## config.mk

```make
export PLATFORM = sky130hd
export DESIGN_NAME = if_stage_top
export DESIGN_NICKNAME = d
export VERILOG_FILES = /design/src/logic/if_pkg.sv /design/src/logic/if_fetch_if.sv /design/src/logic/if_ctrl.sv /design/src/logic/pc_select.sv /design/src/logic/fetch_check.sv /design/src/logic/if_id_regs.sv /design/src/logic/pc_incr_check.sv /design/src/logic/if_stage_top.sv
export SDC_FILE = /design/constraint.sdc
export NUM_CORES = 1
export LEC_CHECK = 0
export ABC_CLOCK_PERIOD_IN_PS = 4300
export BUFFER_PORTS_ARGS = -buffer_cell sky130_fd_sc_hd__clkbuf_2
export CAP_MARGIN = 10
export CORE_AREA = 2 2 185 187
export CTS_CLUSTER_DIAMETER = 200
export DETAILED_ROUTE_END_ITERATION = 16
export DIE_AREA = 0 0 187 189
export PLACE_DENSITY = 0.55
export SYNTH_ARGS = -nofsm -noshare
export SYNTH_HDL_FRONTEND = slang
export SYNTH_SLANG_ARGS = --single-unit
export TNS_END_PERCENT = 30
```

## constraint.sdc

```tcl
create_clock -name clk_i -period 4.3 [get_ports clk_i]
set_clock_uncertainty 0.1 [all_clocks]
set_input_delay 0.43 -clock clk_i [delete_from_list [all_inputs] [get_ports clk_i]]
set_output_delay 0.43 -clock clk_i [all_outputs]
set_load 0.05 [all_outputs]
```

## src/logic/if_pkg.sv

```systemverilog
// instruction fetch stage shared definitions
// fetch address selectors, trap target selectors, the fetched word
// with its two decodings, and the address layout constants

package if_pkg;

  ////////////////////
  // address layout
  ////////////////////

  // datapath address width
  localparam int unsigned ADDR_W = 32;

  // low bits cleared for the vectored and boot bases
  localparam int unsigned VEC_ALIGN_BITS = 8;

  // low byte of the boot fetch address
  localparam logic [7:0] BOOT_OFFSET = 8'h80;

  // interrupt id bits taken from the cause
  localparam int unsigned IRQ_ID_W = 5;

  ////////////////////
  // selectors
  ////////////////////

  // source of the next fetch address
  typedef enum logic [2:0] {
    PC_BOOT = 3'd0,
    PC_JUMP = 3'd1,
    PC_EXC  = 3'd2,
    PC_ERET = 3'd3,
    PC_DRET = 3'd4
  } pc_sel_e;

  // trap target inside the exception vector mux
  typedef enum logic [1:0] {
    EXC_PC_EXC     = 2'd0,
    EXC_PC_IRQ     = 2'd1,
    EXC_PC_DBD     = 2'd2,
    EXC_PC_DBG_EXC = 2'd3
  } exc_pc_sel_e;

  ////////////////////
  // fetched word
  ////////////////////

  // two 16 bit parcels, lower one is the compressed instruction
  typedef struct packed {
    logic [15:0] upper;
    logic [15:0] lower;
  } fetch_halves_t;

  // same fetch word seen as a full instruction or as two halves
  typedef union packed {
    logic [31:0]   instr;
    fetch_halves_t halves;
  } fetch_word_u;

endpackage

```

## src/logic/if_fetch_if.sv

```systemverilog
// checked fetch word bundle
// carries one fetch word, its address and its merged fault flags
// from the fault checker to the ID registers and control

`timescale 1ns/100ps

interface if_fetch_if;
  import if_pkg::*;

  // word presented by the prefetch buffer this cycle
  logic              valid;
  fetch_word_u       word;
  logic [ADDR_W-1:0] addr;
  // low two bits not both set
  logic              is_compressed;
  // merged bus, PMP and capability faults
  logic              err;
  logic              err_plus2;
  // capability faults, kept apart for the ID stage
  logic              acc_vio;
  logic              bound_vio;

  // driven by the fault checker
  modport producer (
    output valid, word, addr, is_compressed, err, err_plus2, acc_vio, bound_vio
  );

  // read by the ID registers, control and the PC check
  modport consumer (
    input valid, word, addr, is_compressed, err, err_plus2, acc_vio, bound_vio
  );

endinterface

```

## src/logic/if_ctrl.sv

```systemverilog
// fetch stage control
// answers the prefetch buffer, raises the IF-ID write enable and
// keeps the valid and new flags of the word held in ID

`timescale 1ns/100ps

module if_ctrl (
  input  logic              clk_i,
  input  logic              rst_ni,
  if_fetch_if.consumer      fetch,
  input  logic              id_in_ready_i,
  input  logic              pc_set_i,
  input  if_pkg::pc_sel_e   pc_mux_i,
  input  logic              instr_valid_clear_i,
  output logic              fetch_ready_o,
  output logic              branch_o,
  output logic              csr_mtvec_init_o,
  output logic              pipe_we_o,
  output logic              instr_valid_id_o,
  output logic              instr_new_id_o
);
  import if_pkg::*;

  logic instr_valid_id_d;

  // ID back-pressure goes straight to the prefetch buffer
  assign fetch_ready_o = id_in_ready_i;

  // any PC set redirects the prefetch buffer
  assign branch_o = pc_set_i;

  // mtvec gets its reset value when the core boots
  assign csr_mtvec_init_o = pc_set_i & (pc_mux_i == PC_BOOT);

  // accept, the IF-ID registers load on this
  assign pipe_we_o = fetch.valid & id_in_ready_i;

  // an incoming pc set squashes the word being accepted
  // valid is then held until ID clears it
  assign instr_valid_id_d = (pipe_we_o & ~pc_set_i) |
                            (instr_valid_id_o & ~instr_valid_clear_i);

  always_ff @(posedge clk_i or negedge rst_ni) begin
    if (!rst_ni) begin
      instr_valid_id_o <= 1'b0;
      instr_new_id_o   <= 1'b0;
    end else begin
      instr_valid_id_o <= instr_valid_id_d;
      // new only for the cycle after an accept
      instr_new_id_o   <= pipe_we_o;
    end
  end

  ////////////////////
  // assertions
  ////////////////////

  // a new word in ID always comes from an accept on the edge before
  a_new_needs_accept : assert property (
    @(posedge clk_i) disable iff (!rst_ni)
    !pipe_we_o |=> !instr_new_id_o
  ) else $error("instr_new_id_o without a preceding accept");

endmodule

```

## src/logic/pc_select.sv

```systemverilog
// next fetch address selection
// builds the trap vector from mtvec or the debug entries, then picks
// the redirect address among boot, jump, trap, mret and dret

`timescale 1ns/100ps

module pc_select #(
  parameter logic [31:0] DmHaltAddr      = 32'h1A110800,
  parameter logic [31:0] DmExceptionAddr = 32'h1A110808
) (
  input  logic                      clk_i,
  input  logic                      rst_ni,
  input  logic                      pc_set_i,
  input  logic [if_pkg::ADDR_W-1:0] boot_addr_i,
  input  if_pkg::pc_sel_e           pc_mux_i,
  input  if_pkg::exc_pc_sel_e       exc_pc_mux_i,
  input  logic [5:0]                exc_cause_i,
  input  logic                      cheri_pmode_i,
  input  logic [if_pkg::ADDR_W-1:0] branch_target_ex_i,
  input  logic [if_pkg::ADDR_W-1:0] csr_mepc_i,
  input  logic [if_pkg::ADDR_W-1:0] csr_depc_i,
  input  logic [if_pkg::ADDR_W-1:0] csr_mtvec_i,
  output logic [if_pkg::ADDR_W-1:0] branch_addr_o
);
  import if_pkg::*;

  logic              vec_mode;
  logic [ADDR_W-1:0] vec_base;
  logic [ADDR_W-1:0] irq_offs;
  logic [ADDR_W-1:0] boot_pc;
  logic [ADDR_W-1:0] exc_pc;
  logic [ADDR_W-1:0] fetch_addr_n;

  // 256 byte aligned table, also used whenever capability mode is off
  assign vec_mode = csr_mtvec_i[0] | ~cheri_pmode_i;
  assign vec_base = {csr_mtvec_i[ADDR_W-1:VEC_ALIGN_BITS], {VEC_ALIGN_BITS{1'b0}}};
  // one word per interrupt id, cause msb only marks interrupt
  assign irq_offs = ADDR_W'(exc_cause_i[IRQ_ID_W-1:0]) << 2;
  assign boot_pc  = {boot_addr_i[ADDR_W-1:VEC_ALIGN_BITS], BOOT_OFFSET};

  // trap target
  always_comb begin
    exc_pc = {csr_mtvec_i[ADDR_W-1:2], 2'b00};
    case (exc_pc_mux_i)
      EXC_PC_EXC:     exc_pc = vec_mode ? vec_base : {csr_mtvec_i[ADDR_W-1:2], 2'b00};
      EXC_PC_IRQ:     exc_pc = vec_mode ? vec_base + irq_offs
                                        : {csr_mtvec_i[ADDR_W-1:2], 2'b00};
      EXC_PC_DBD:     exc_pc = DmHaltAddr;
      EXC_PC_DBG_EXC: exc_pc = DmExceptionAddr;
      default:        exc_pc = vec_base;
    endcase
  end

  // redirect address
  always_comb begin
    case (pc_mux_i)
      PC_BOOT: fetch_addr_n = boot_pc;
      PC_JUMP: fetch_addr_n = branch_target_ex_i;
      PC_EXC:  fetch_addr_n = exc_pc;
      // return from trap
      PC_ERET: fetch_addr_n = csr_mepc_i;
      // return from debug mode
      PC_DRET: fetch_addr_n = csr_depc_i;
      default: fetch_addr_n = boot_pc;
    endcase
  end

  // fetches are halfword aligned
  assign branch_addr_o = {fetch_addr_n[ADDR_W-1:1], 1'b0};

  ////////////////////
  // assertions
  ////////////////////

  a_boot_aligned : assert property (
    @(posedge clk_i) disable iff (!rst_ni)
    boot_addr_i[VEC_ALIGN_BITS-1:0] == '0
  ) else $error("boot address not 256 byte aligned");

  a_mux_known : assert property (
    @(posedge clk_i) disable iff (!rst_ni)
    pc_set_i |-> !$isunknown(pc_mux_i)
  ) else $error("pc_mux_i unknown during pc set");

endmodule

```

## src/logic/fetch_check.sv

```systemverilog
// fetch word checker
// flags compressed words and merges bus, PMP and program counter
// capability faults for the word offered by the prefetch buffer

`timescale 1ns/100ps

module fetch_check (
  input  logic                      cheri_pmode_i,
  input  logic                      debug_mode_i,
  input  logic                      fetch_valid_i,
  input  logic [31:0]               fetch_rdata_i,
  input  logic [if_pkg::ADDR_W-1:0] fetch_addr_i,
  input  logic                      fetch_err_i,
  input  logic                      fetch_err_plus2_i,
  input  logic                      pmp_err_if_i,
  input  logic                      pmp_err_if_plus2_i,
  input  logic [if_pkg::ADDR_W:0]   pcc_top_i,
  input  logic [if_pkg::ADDR_W-1:0] pcc_base_i,
  input  logic                      pcc_perm_ex_i,
  input  logic                      pcc_valid_i,
  input  logic [3:0]                pcc_otype_i,
  if_fetch_if.producer              fetch,
  output logic [if_pkg::ADDR_W-1:0] pc_if_o
);
  import if_pkg::*;

  fetch_word_u       word;
  logic              is_c;
  logic              pmp_err_plus2;
  logic              chk_en;
  logic [ADDR_W+1:0] hdrm;
  logic              hdrm_ge2;
  logic              hdrm_ge4;
  logic              bound_vio;
  logic              acc_vio;

  assign word = fetch_rdata_i;
  // no expansion, only the two low bits are looked at
  assign is_c = word.halves.lower[1:0] != 2'b11;

  // full word straddling a word boundary, second half denied by PMP
  assign pmp_err_plus2 = fetch_addr_i[1] & ~is_c & pmp_err_if_plus2_i;

  ////////////////////
  // pcc checks
  ////////////////////

  // capability checks off in debug mode
  assign chk_en = cheri_pmode_i & ~debug_mode_i;

  // room left below top, a negative result shows in the msb
  assign hdrm     = {1'b0, pcc_top_i} - {2'b00, fetch_addr_i};
  assign hdrm_ge4 = (|hdrm[ADDR_W:2]) & ~hdrm[ADDR_W+1];
  assign hdrm_ge2 = (|hdrm[ADDR_W:1]) & ~hdrm[ADDR_W+1];

  assign bound_vio = chk_en & ((fetch_addr_i < pcc_base_i) | ~(is_c ? hdrm_ge2 : hdrm_ge4));

  // execute permission, tag and seal
  assign acc_vio = chk_en & (~pcc_perm_ex_i | ~pcc_valid_i | (pcc_otype_i != 4'd0));

  ////////////////////
  // outputs
  ////////////////////

  assign fetch.valid         = fetch_valid_i;
  assign fetch.word          = word;
  assign fetch.addr          = fetch_addr_i;
  assign fetch.is_compressed = is_c;
  assign fetch.err           = fetch_err_i | pmp_err_if_i | pmp_err_plus2 | bound_vio | acc_vio;
  // a first half PMP fault wins over any second half fault
  assign fetch.err_plus2     = (pmp_err_plus2 | fetch_err_plus2_i) & ~pmp_err_if_i;
  assign fetch.acc_vio       = acc_vio;
  assign fetch.bound_vio     = bound_vio;

  assign pc_if_o = fetch_addr_i;

endmodule

```

## src/logic/if_id_regs.sv

```systemverilog
// IF-ID pipeline registers
// capture the checked fetch word, its address and fault flags on
// each accept and hold them while ID stalls

`timescale 1ns/100ps

module if_id_regs (
  input  logic                      clk_i,
  input  logic                      rst_ni,
  if_fetch_if.consumer              fetch,
  input  logic                      pipe_we_i,
  output logic [31:0]               instr_rdata_id_o,
  output logic [15:0]               instr_rdata_c_id_o,
  output logic                      instr_is_compressed_id_o,
  output logic                      instr_fetch_err_o,
  output logic                      instr_fetch_err_plus2_o,
  output logic                      instr_fetch_cheri_acc_vio_o,
  output logic                      instr_fetch_cheri_bound_vio_o,
  output logic [if_pkg::ADDR_W-1:0] pc_id_o
);

  always_ff @(posedge clk_i or negedge rst_ni) begin
    if (!rst_ni) begin
      instr_rdata_id_o              <= '0;
      instr_rdata_c_id_o            <= '0;
      instr_is_compressed_id_o      <= 1'b0;
      instr_fetch_err_o             <= 1'b0;
      instr_fetch_err_plus2_o       <= 1'b0;
      instr_fetch_cheri_acc_vio_o   <= 1'b0;
      instr_fetch_cheri_bound_vio_o <= 1'b0;
      pc_id_o                       <= '0;
    end else if (pipe_we_i) begin
      // full view for the decoder
      instr_rdata_id_o              <= fetch.word.instr;
      // compressed view, meaningful for mtval only on compressed words
      instr_rdata_c_id_o            <= fetch.word.halves.lower;
      instr_is_compressed_id_o      <= fetch.is_compressed;
      // fault flags travel with their word
      instr_fetch_err_o             <= fetch.err;
      instr_fetch_err_plus2_o       <= fetch.err_plus2;
      instr_fetch_cheri_acc_vio_o   <= fetch.acc_vio;
      instr_fetch_cheri_bound_vio_o <= fetch.bound_vio;
      pc_id_o                       <= fetch.addr;
    end
  end

endmodule

```

## src/logic/pc_incr_check.sv

```systemverilog
// sequential fetch address check
// raises an alert when the word after an accepted one is not at the
// accepted address plus its length, unless a redirect or fault intervened

`timescale 1ns/100ps

module pc_incr_check (
  input  logic                      clk_i,
  input  logic                      rst_ni,
  if_fetch_if.consumer              fetch,
  input  logic                      pipe_we_i,
  input  logic                      pc_set_i,
  input  logic [if_pkg::ADDR_W-1:0] pc_id_i,
  input  logic                      is_compressed_id_i,
  output logic                      pc_mismatch_alert_o
);

  logic                      seq_q;
  logic                      seq_d;
  logic [if_pkg::ADDR_W-1:0] pc_incr;

  // no check after a redirect, after a faulting fetch or out of reset
  assign seq_d = (seq_q | pipe_we_i) & ~pc_set_i & ~fetch.err;

  always_ff @(posedge clk_i or negedge rst_ni) begin
    if (!rst_ni) begin
      seq_q <= 1'b0;
    end else begin
      seq_q <= seq_d;
    end
  end

  // expected next fetch address
  assign pc_incr = pc_id_i + (is_compressed_id_i ? 32'd2 : 32'd4);

  assign pc_mismatch_alert_o = seq_q & (fetch.addr != pc_incr);

  // the alert needs an accept first, so none right out of reset
  a_no_alert_after_reset : assert property (
    @(posedge clk_i) $rose(rst_ni) |-> !pc_mismatch_alert_o
  ) else $error("pc mismatch alert right after reset");

endmodule

```

## src/logic/if_stage_top.sv

```systemverilog
// instruction fetch stage
// next PC selection, fault merging and IF-ID registers for a core
// with capability checks; the prefetch buffer sits outside

`timescale 1ns/100ps

module if_stage_top #(
  parameter logic [31:0] DmHaltAddr      = 32'h1A110800,
  parameter logic [31:0] DmExceptionAddr = 32'h1A110808
) (
  input  logic                      clk_i,
  input  logic                      rst_ni,
  input  logic                      cheri_pmode_i,
  input  logic                      debug_mode_i,
  input  logic [if_pkg::ADDR_W-1:0] boot_addr_i,
  // redirect control
  input  logic                      pc_set_i,
  input  if_pkg::pc_sel_e           pc_mux_i,
  input  if_pkg::exc_pc_sel_e       exc_pc_mux_i,
  input  logic [5:0]                exc_cause_i,
  input  logic [if_pkg::ADDR_W-1:0] branch_target_ex_i,
  input  logic [if_pkg::ADDR_W-1:0] csr_mepc_i,
  input  logic [if_pkg::ADDR_W-1:0] csr_depc_i,
  input  logic [if_pkg::ADDR_W-1:0] csr_mtvec_i,
  input  logic                      id_in_ready_i,
  input  logic                      instr_valid_clear_i,
  // prefetch buffer side
  input  logic                      fetch_valid_i,
  input  logic [31:0]               fetch_rdata_i,
  input  logic [if_pkg::ADDR_W-1:0] fetch_addr_i,
  input  logic                      fetch_err_i,
  input  logic                      fetch_err_plus2_i,
  output logic                      fetch_ready_o,
  output logic                      branch_o,
  output logic [if_pkg::ADDR_W-1:0] branch_addr_o,
  // PMP and program counter capability
  input  logic                      pmp_err_if_i,
  input  logic                      pmp_err_if_plus2_i,
  input  logic [if_pkg::ADDR_W:0]   pcc_top_i,
  input  logic [if_pkg::ADDR_W-1:0] pcc_base_i,
  input  logic                      pcc_perm_ex_i,
  input  logic                      pcc_valid_i,
  input  logic [3:0]                pcc_otype_i,
  // ID stage side
  output logic                      csr_mtvec_init_o,
  output logic                      instr_valid_id_o,
  output logic                      instr_new_id_o,
  output logic [31:0]               instr_rdata_id_o,
  output logic [15:0]               instr_rdata_c_id_o,
  output logic                      instr_is_compressed_id_o,
  output logic                      instr_fetch_err_o,
  output logic                      instr_fetch_err_plus2_o,
  output logic                      instr_fetch_cheri_acc_vio_o,
  output logic                      instr_fetch_cheri_bound_vio_o,
  output logic [if_pkg::ADDR_W-1:0] pc_if_o,
  output logic [if_pkg::ADDR_W-1:0] pc_id_o,
  output logic                      pc_mismatch_alert_o
);

  logic pipe_we;

  if_fetch_if fetch_bus ();

  if_ctrl ctrl_i (
    .clk_i, .rst_ni, .fetch(fetch_bus.consumer), .id_in_ready_i, .pc_set_i, .pc_mux_i,
    .instr_valid_clear_i, .fetch_ready_o, .branch_o, .csr_mtvec_init_o,
    .pipe_we_o(pipe_we), .instr_valid_id_o, .instr_new_id_o
  );

  pc_select #(
    .DmHaltAddr     (DmHaltAddr),
    .DmExceptionAddr(DmExceptionAddr)
  ) pc_select_i (
    .clk_i, .rst_ni, .pc_set_i, .boot_addr_i, .pc_mux_i, .exc_pc_mux_i, .exc_cause_i,
    .cheri_pmode_i, .branch_target_ex_i, .csr_mepc_i, .csr_depc_i, .csr_mtvec_i,
    .branch_addr_o
  );

  fetch_check fetch_check_i (
    .cheri_pmode_i, .debug_mode_i, .fetch_valid_i, .fetch_rdata_i, .fetch_addr_i,
    .fetch_err_i, .fetch_err_plus2_i, .pmp_err_if_i, .pmp_err_if_plus2_i, .pcc_top_i,
    .pcc_base_i, .pcc_perm_ex_i, .pcc_valid_i, .pcc_otype_i,
    .fetch(fetch_bus.producer), .pc_if_o
  );

  if_id_regs if_id_regs_i (
    .clk_i, .rst_ni, .fetch(fetch_bus.consumer), .pipe_we_i(pipe_we), .instr_rdata_id_o,
    .instr_rdata_c_id_o, .instr_is_compressed_id_o, .instr_fetch_err_o,
    .instr_fetch_err_plus2_o, .instr_fetch_cheri_acc_vio_o, .instr_fetch_cheri_bound_vio_o,
    .pc_id_o
  );

  // compares against the registered ID address and length
  pc_incr_check pc_incr_check_i (
    .clk_i, .rst_ni, .fetch(fetch_bus.consumer), .pipe_we_i(pipe_we), .pc_set_i,
    .pc_id_i(pc_id_o), .is_compressed_id_i(instr_is_compressed_id_o), .pc_mismatch_alert_o
  );

endmodule

```

==> run summary <==
================================================================================
Share of the synthesized area in the top cell type                        0.2144
Part of the cycle the worst path needs                                    0.9427
Outcome                                                             finished, final reports clean
Port Buffer Count                                                            458
Classification of the worst-slack hold path                          in -> async
Clock network fraction of total power                                      0.230
Clock tree root buffer cell                                         sky130_fd_sc_hd__clkbuf_16
Switching fraction of total power                                         0.4976
Slowest-stage cell, CP                                              sky130_fd_sc_hd__fa_1
Main area contributors after synthesis                              sky130_fd_sc_hd__dfrtp_1, sky130_fd_sc_hd__nand2_1, sky130_fd_sc_hd__ha_1
Floorplan row count                                                           67
H-tree levels                                                                  3
Setup crit start                                                    if_id_regs_i.instr_is_compressed_id_o
Area occupied by registers                                              1803 um2
Fill cells                                                                  3697
Antenna viol nets, final                                                       0
CP peak stage delay                                                      0.45 ns
Capturing point of the worst reg2reg path                           pc_incr_check_i.seq_q
R2r setup slk                                                            3.41 ns
Total Nets Final                                                            1982
Leakage power summed over all cells                                     5.775 nW
Via count of the first global-routing pass                                  9408
Final Hold Violating Endpoints                                                 0
Pin count of the biggest net entering global routing                          73
Area of the placeable core                                             33280 um2
Fraction of the yosys area taken by sequential cells                      0.2144
Crit path DAT                                                            3.52 ns
Most repeated library cell on the critical path                     sky130_fd_sc_hd__buf_4
Worst setup path category                                             reg -> out
Slew Limit Headroom                                                       0.3110
Wire length of the first global-routing pass                            57650 um
Minimum clock period                                                    4.053 ns
Combinational fraction of design power                                     0.515
Global-route total usage across every layer                               0.2108
Maximum VDD drop                                                     0.0001722 V
Layout cell share with drive strength beyond 1                            0.3250
Flip-flop and latch count after synthesis                                     72
Avg Vias per Cell                                                          4.990
Library cell with the largest summed area after synthesis           sky130_fd_sc_hd__dfrtp_1
Combined area of the multi-input logic cells                            5724 um2
Cell Int Power                                                          1.689 mW
Cell count after synthesis                                                  1210
Main flop type after synthesis                                      sky130_fd_sc_hd__dfrtp_1
Die ar.                                                                35340 um2
Syn Area/Cell                                                          6.945 um2
Hold slack                                                             0.1462 ns
Final Routed Wirelength                                                 38730 um
Kind of launch point of the worst setup path                            register
Vias post-DR                                                              10.24k
Bufs on Longest Clock Path                                                     2
Distinct cells, synth                                                         75
Effective utilization at floorplan                                        0.2525
Post-detailed-placement cell area                                      10860 um2
1st-iter DRT viols                                                           659
Power density of the placed cells                                   300.3 nW/um2
Horiz. Die Dim                                                            187 um
Number of remaining DRC errors                                                 0
DPL Wire Length                                                         32920 um
M2 GR Usage                                                               0.3374
Post-synth EDFFs                                                               0
Setup repair after global routing missed its margin                           no
Number of warnings reported in the yosys synthesis log                         0
Max-cap check violation count                                                  0
Setup total negative slack                                                  0 ns
Mapped Nets                                                                 1594
Pre-antenna DRT Iters                                                          5
Worst skew pair latency                                                  0.34 ns
Slew at the pin closest to its max-slew limit                           1.034 ns
Maximum achievable frequency                                          0.2467 GHz
Syn-to-layout area delta                                                  33.25%
Required time of the critical path                                       3.77 ns
Number of diodes                                                               0
Clock transition at the registers of the reported paths                  0.07 ns
Boundary Pins                                                                473
CTS tree                                                                     yes
Sum of buffers and inverters on the critical path                              3
Cell-by-cell listing of the critical path                           buf_4 > fa_1 > nand2b_4 > nor4_4 > buf_4 > nand2_1 > nor2_2 > nand3_1 > xnor2_2 > o21ai_0 > nor4_1 > a41oi_2 > buf_4
Setup-failing EPs final                                                        0
Die height                                                                189 um
Number of antenna violations at the first check in global routing              3
Number of clock sinks                                                         72
Slew Limit Fails                                                               0
Endpoint kind of the worst setup timing path                        primary output
Placer's final routability congestion estimate                            0.9444
Most common cell in the netlist                                     sky130_fd_sc_hd__nand2_1
Met1 track demand over resource in global routing                         0.3007
Worst R2R Start                                                     pc_incr_check_i.seq_q
Sequential share of power                                                  0.255
Wire length per cell after detailed routing                             18.88 um
R2R cell count                                                                 2
Area of the mapped netlist                                              8403 um2
Net switching power of the design                                       1.673 mW
Post-synthesis async set-or-reset flop share                               1.000
CP delay by family, top                                             simple AND/OR/NAND/NOR gates
Post-route cell area                                                   11200 um2
Global Route met3 Usage                                                  0.03429
Commonest cells in the synthesized netlist                          sky130_fd_sc_hd__nand2_1, sky130_fd_sc_hd__nor2_1, sky130_fd_sc_hd__o21ai_0
Busiest grt layer                                                           met2
CTS Buf Count                                                                  9
GRT overflow                                                                   0
Top fanout value on the critical path                                          6
================================================================================
-- repair_timing --
| item | 4_1_cts | 5_1_grt |
|---|---|---|
| resized for setup | 2 | 7 |
| setup endpoints to repair | 1 | 1 |
| hold buffers | 0 | 0 |
| gates cloned | 0 | 0 |
| hold endpoints to repair | 0 | 0 |
| pin swaps | 2 | 2 |
| buffers inserted | 0 | 1 |
-- registers in the layout, summed over array words and instances, names as in the netlist --
name and flops:
ctrl_i.instr_new_id_o 1, if_id_regs_i.instr_is_compressed_id_o 1, if_id_regs_i.instr_fetch_cheri_bound_vio_o 1, if_id_regs_i.pc_id_o 32, if_id_regs_i.instr_fetch_err_o 1, if_id_regs_i.instr_rdata_id_o 17, if_id_regs_i.instr_rdata_c_id_o 15, ctrl_i.instr_valid_id_o 1
if_id_regs_i.instr_fetch_cheri_acc_vio_o 1, pc_incr_check_i.seq_q 1, if_id_regs_i.instr_fetch_err_plus2_o 1
-- power by group through the flow --
stage | registers (mW) | logic (mW) | clock network (mW)
finish | 0.856 | 1.73 | 0.774
global route | 0.871 | 1.86 | 0.815
CTS | 0.855 | 1.73 | 0.791
detailed placement | 0.868 | 1.72 | 0
global placement | 0.864 | 1.71 | 0
floorplan | 1.13 | 0.925 | 0
-- cells in the final DEF, fill, tap and decap left out, types with 4 or more instances in the layout --
| cell | count |
|---|---|
| sky130_fd_sc_hd__nor2b_1 | 6 |
| sky130_fd_sc_hd__o221ai_1 | 7 |
| sky130_fd_sc_hd__a22oi_1 | 9 |
| sky130_fd_sc_hd__nand3_1 | 25 |
| sky130_fd_sc_hd__inv_1 | 86 |
| sky130_fd_sc_hd__dfrtp_1 | 71 |
| sky130_fd_sc_hd__xor2_1 | 14 |
| sky130_fd_sc_hd__a2111o_1 | 4 |
| sky130_fd_sc_hd__nor4_1 | 13 |
| sky130_fd_sc_hd__o21ai_0 | 96 |
| sky130_fd_sc_hd__nand4_1 | 25 |
| sky130_fd_sc_hd__nand2b_1 | 13 |
| sky130_fd_sc_hd__o21a_1 | 10 |
| sky130_fd_sc_hd__a211oi_1 | 18 |
| sky130_fd_sc_hd__clkbuf_2 | 456 |
| sky130_fd_sc_hd__xnor2_1 | 33 |
| sky130_fd_sc_hd__clkbuf_16 | 9 |
| sky130_fd_sc_hd__o22ai_1 | 27 |
| sky130_fd_sc_hd__nand2_1 | 224 |
| sky130_fd_sc_hd__ha_1 | 64 |
| sky130_fd_sc_hd__and3_1 | 12 |
| sky130_fd_sc_hd__buf_4 | 27 |
| sky130_fd_sc_hd__and2_1 | 5 |
| sky130_fd_sc_hd__nor2_1 | 100 |
| sky130_fd_sc_hd__a21oi_1 | 88 |
| sky130_fd_sc_hd__mux2i_1 | 8 |
| sky130_fd_sc_hd__nor3_1 | 26 |
| sky130_fd_sc_hd__a21o_1 | 17 |
| sky130_fd_sc_hd__o211ai_1 | 7 |
| sky130_fd_sc_hd__and4_1 | 6 |
| sky130_fd_sc_hd__o2111ai_1 | 4 |
| sky130_fd_sc_hd__a31oi_1 | 14 |
-- metal layers --
metal / vias to the layer above / wire, um
li1: 5010 / -
met3: 26 / 2431
met5: - / 35
met4: 6 / 361
met2: 395 / 17690
met1: 4798 / 18210
-- stage by stage --
stage	power, mW	std cells	utilization	setup WS [ns]
after CTS	3.373	2050	0.3354	0.05028
final	3.362	2051	0.3364	0.2466
after detailed placement	2.589	2034	0.3262	0.1110
after global placement	2.577	2034	0.3262	0.1919
after global routing	3.549	2051	0.3364	0.006873
after floorplan	2.058	1210	-	0.1855
-- worst reg2reg max path, cell delays in order (launching register included) --
cell	delay [ns]
sky130_fd_sc_hd__dfrtp_1	0.36
sky130_fd_sc_hd__nor2_1	0.05
sky130_fd_sc_hd__nor4b_1	0.28
-- how the worst max path moves through the flow --
stage / cells after the start / end
final: 13 / pc_mismatch_alert_o
after global routing: 14 / pc_mismatch_alert_o
after floorplan: 14 / pc_mismatch_alert_o
after detailed placement: 14 / pc_mismatch_alert_o
after CTS: 14 / pc_mismatch_alert_o
after global placement: 14 / pc_mismatch_alert_o
-- kinds of logic after synthesis --
logic type	after synthesis	share of synthesized area
mux	10	0.01221
simple gates	478	0.2557
xor+xnor	49	0.05107
other cells	1	0.0004463
compound gates	341	0.2558
flops	72	0.2144
fa+ha+maj	66	0.1001
buf+inv	193	0.1103
-- cell type report --
| cell class | instances | share of cell area |
|---|---|---|
| Clock buffer | 9 | 0.02011 |
| Clock inverter | 7 | 0.006481 |
| Inverter | 87 | 0.02917 |
| Multi-Input combinational cell | 945 | 0.5112 |
| Sequential cell | 72 | 0.1610 |
| Tap cell | 448 | 0.05006 |
| Timing Repair Buffer | 483 | 0.2219 |
Power figures use the tool's default switching activity.
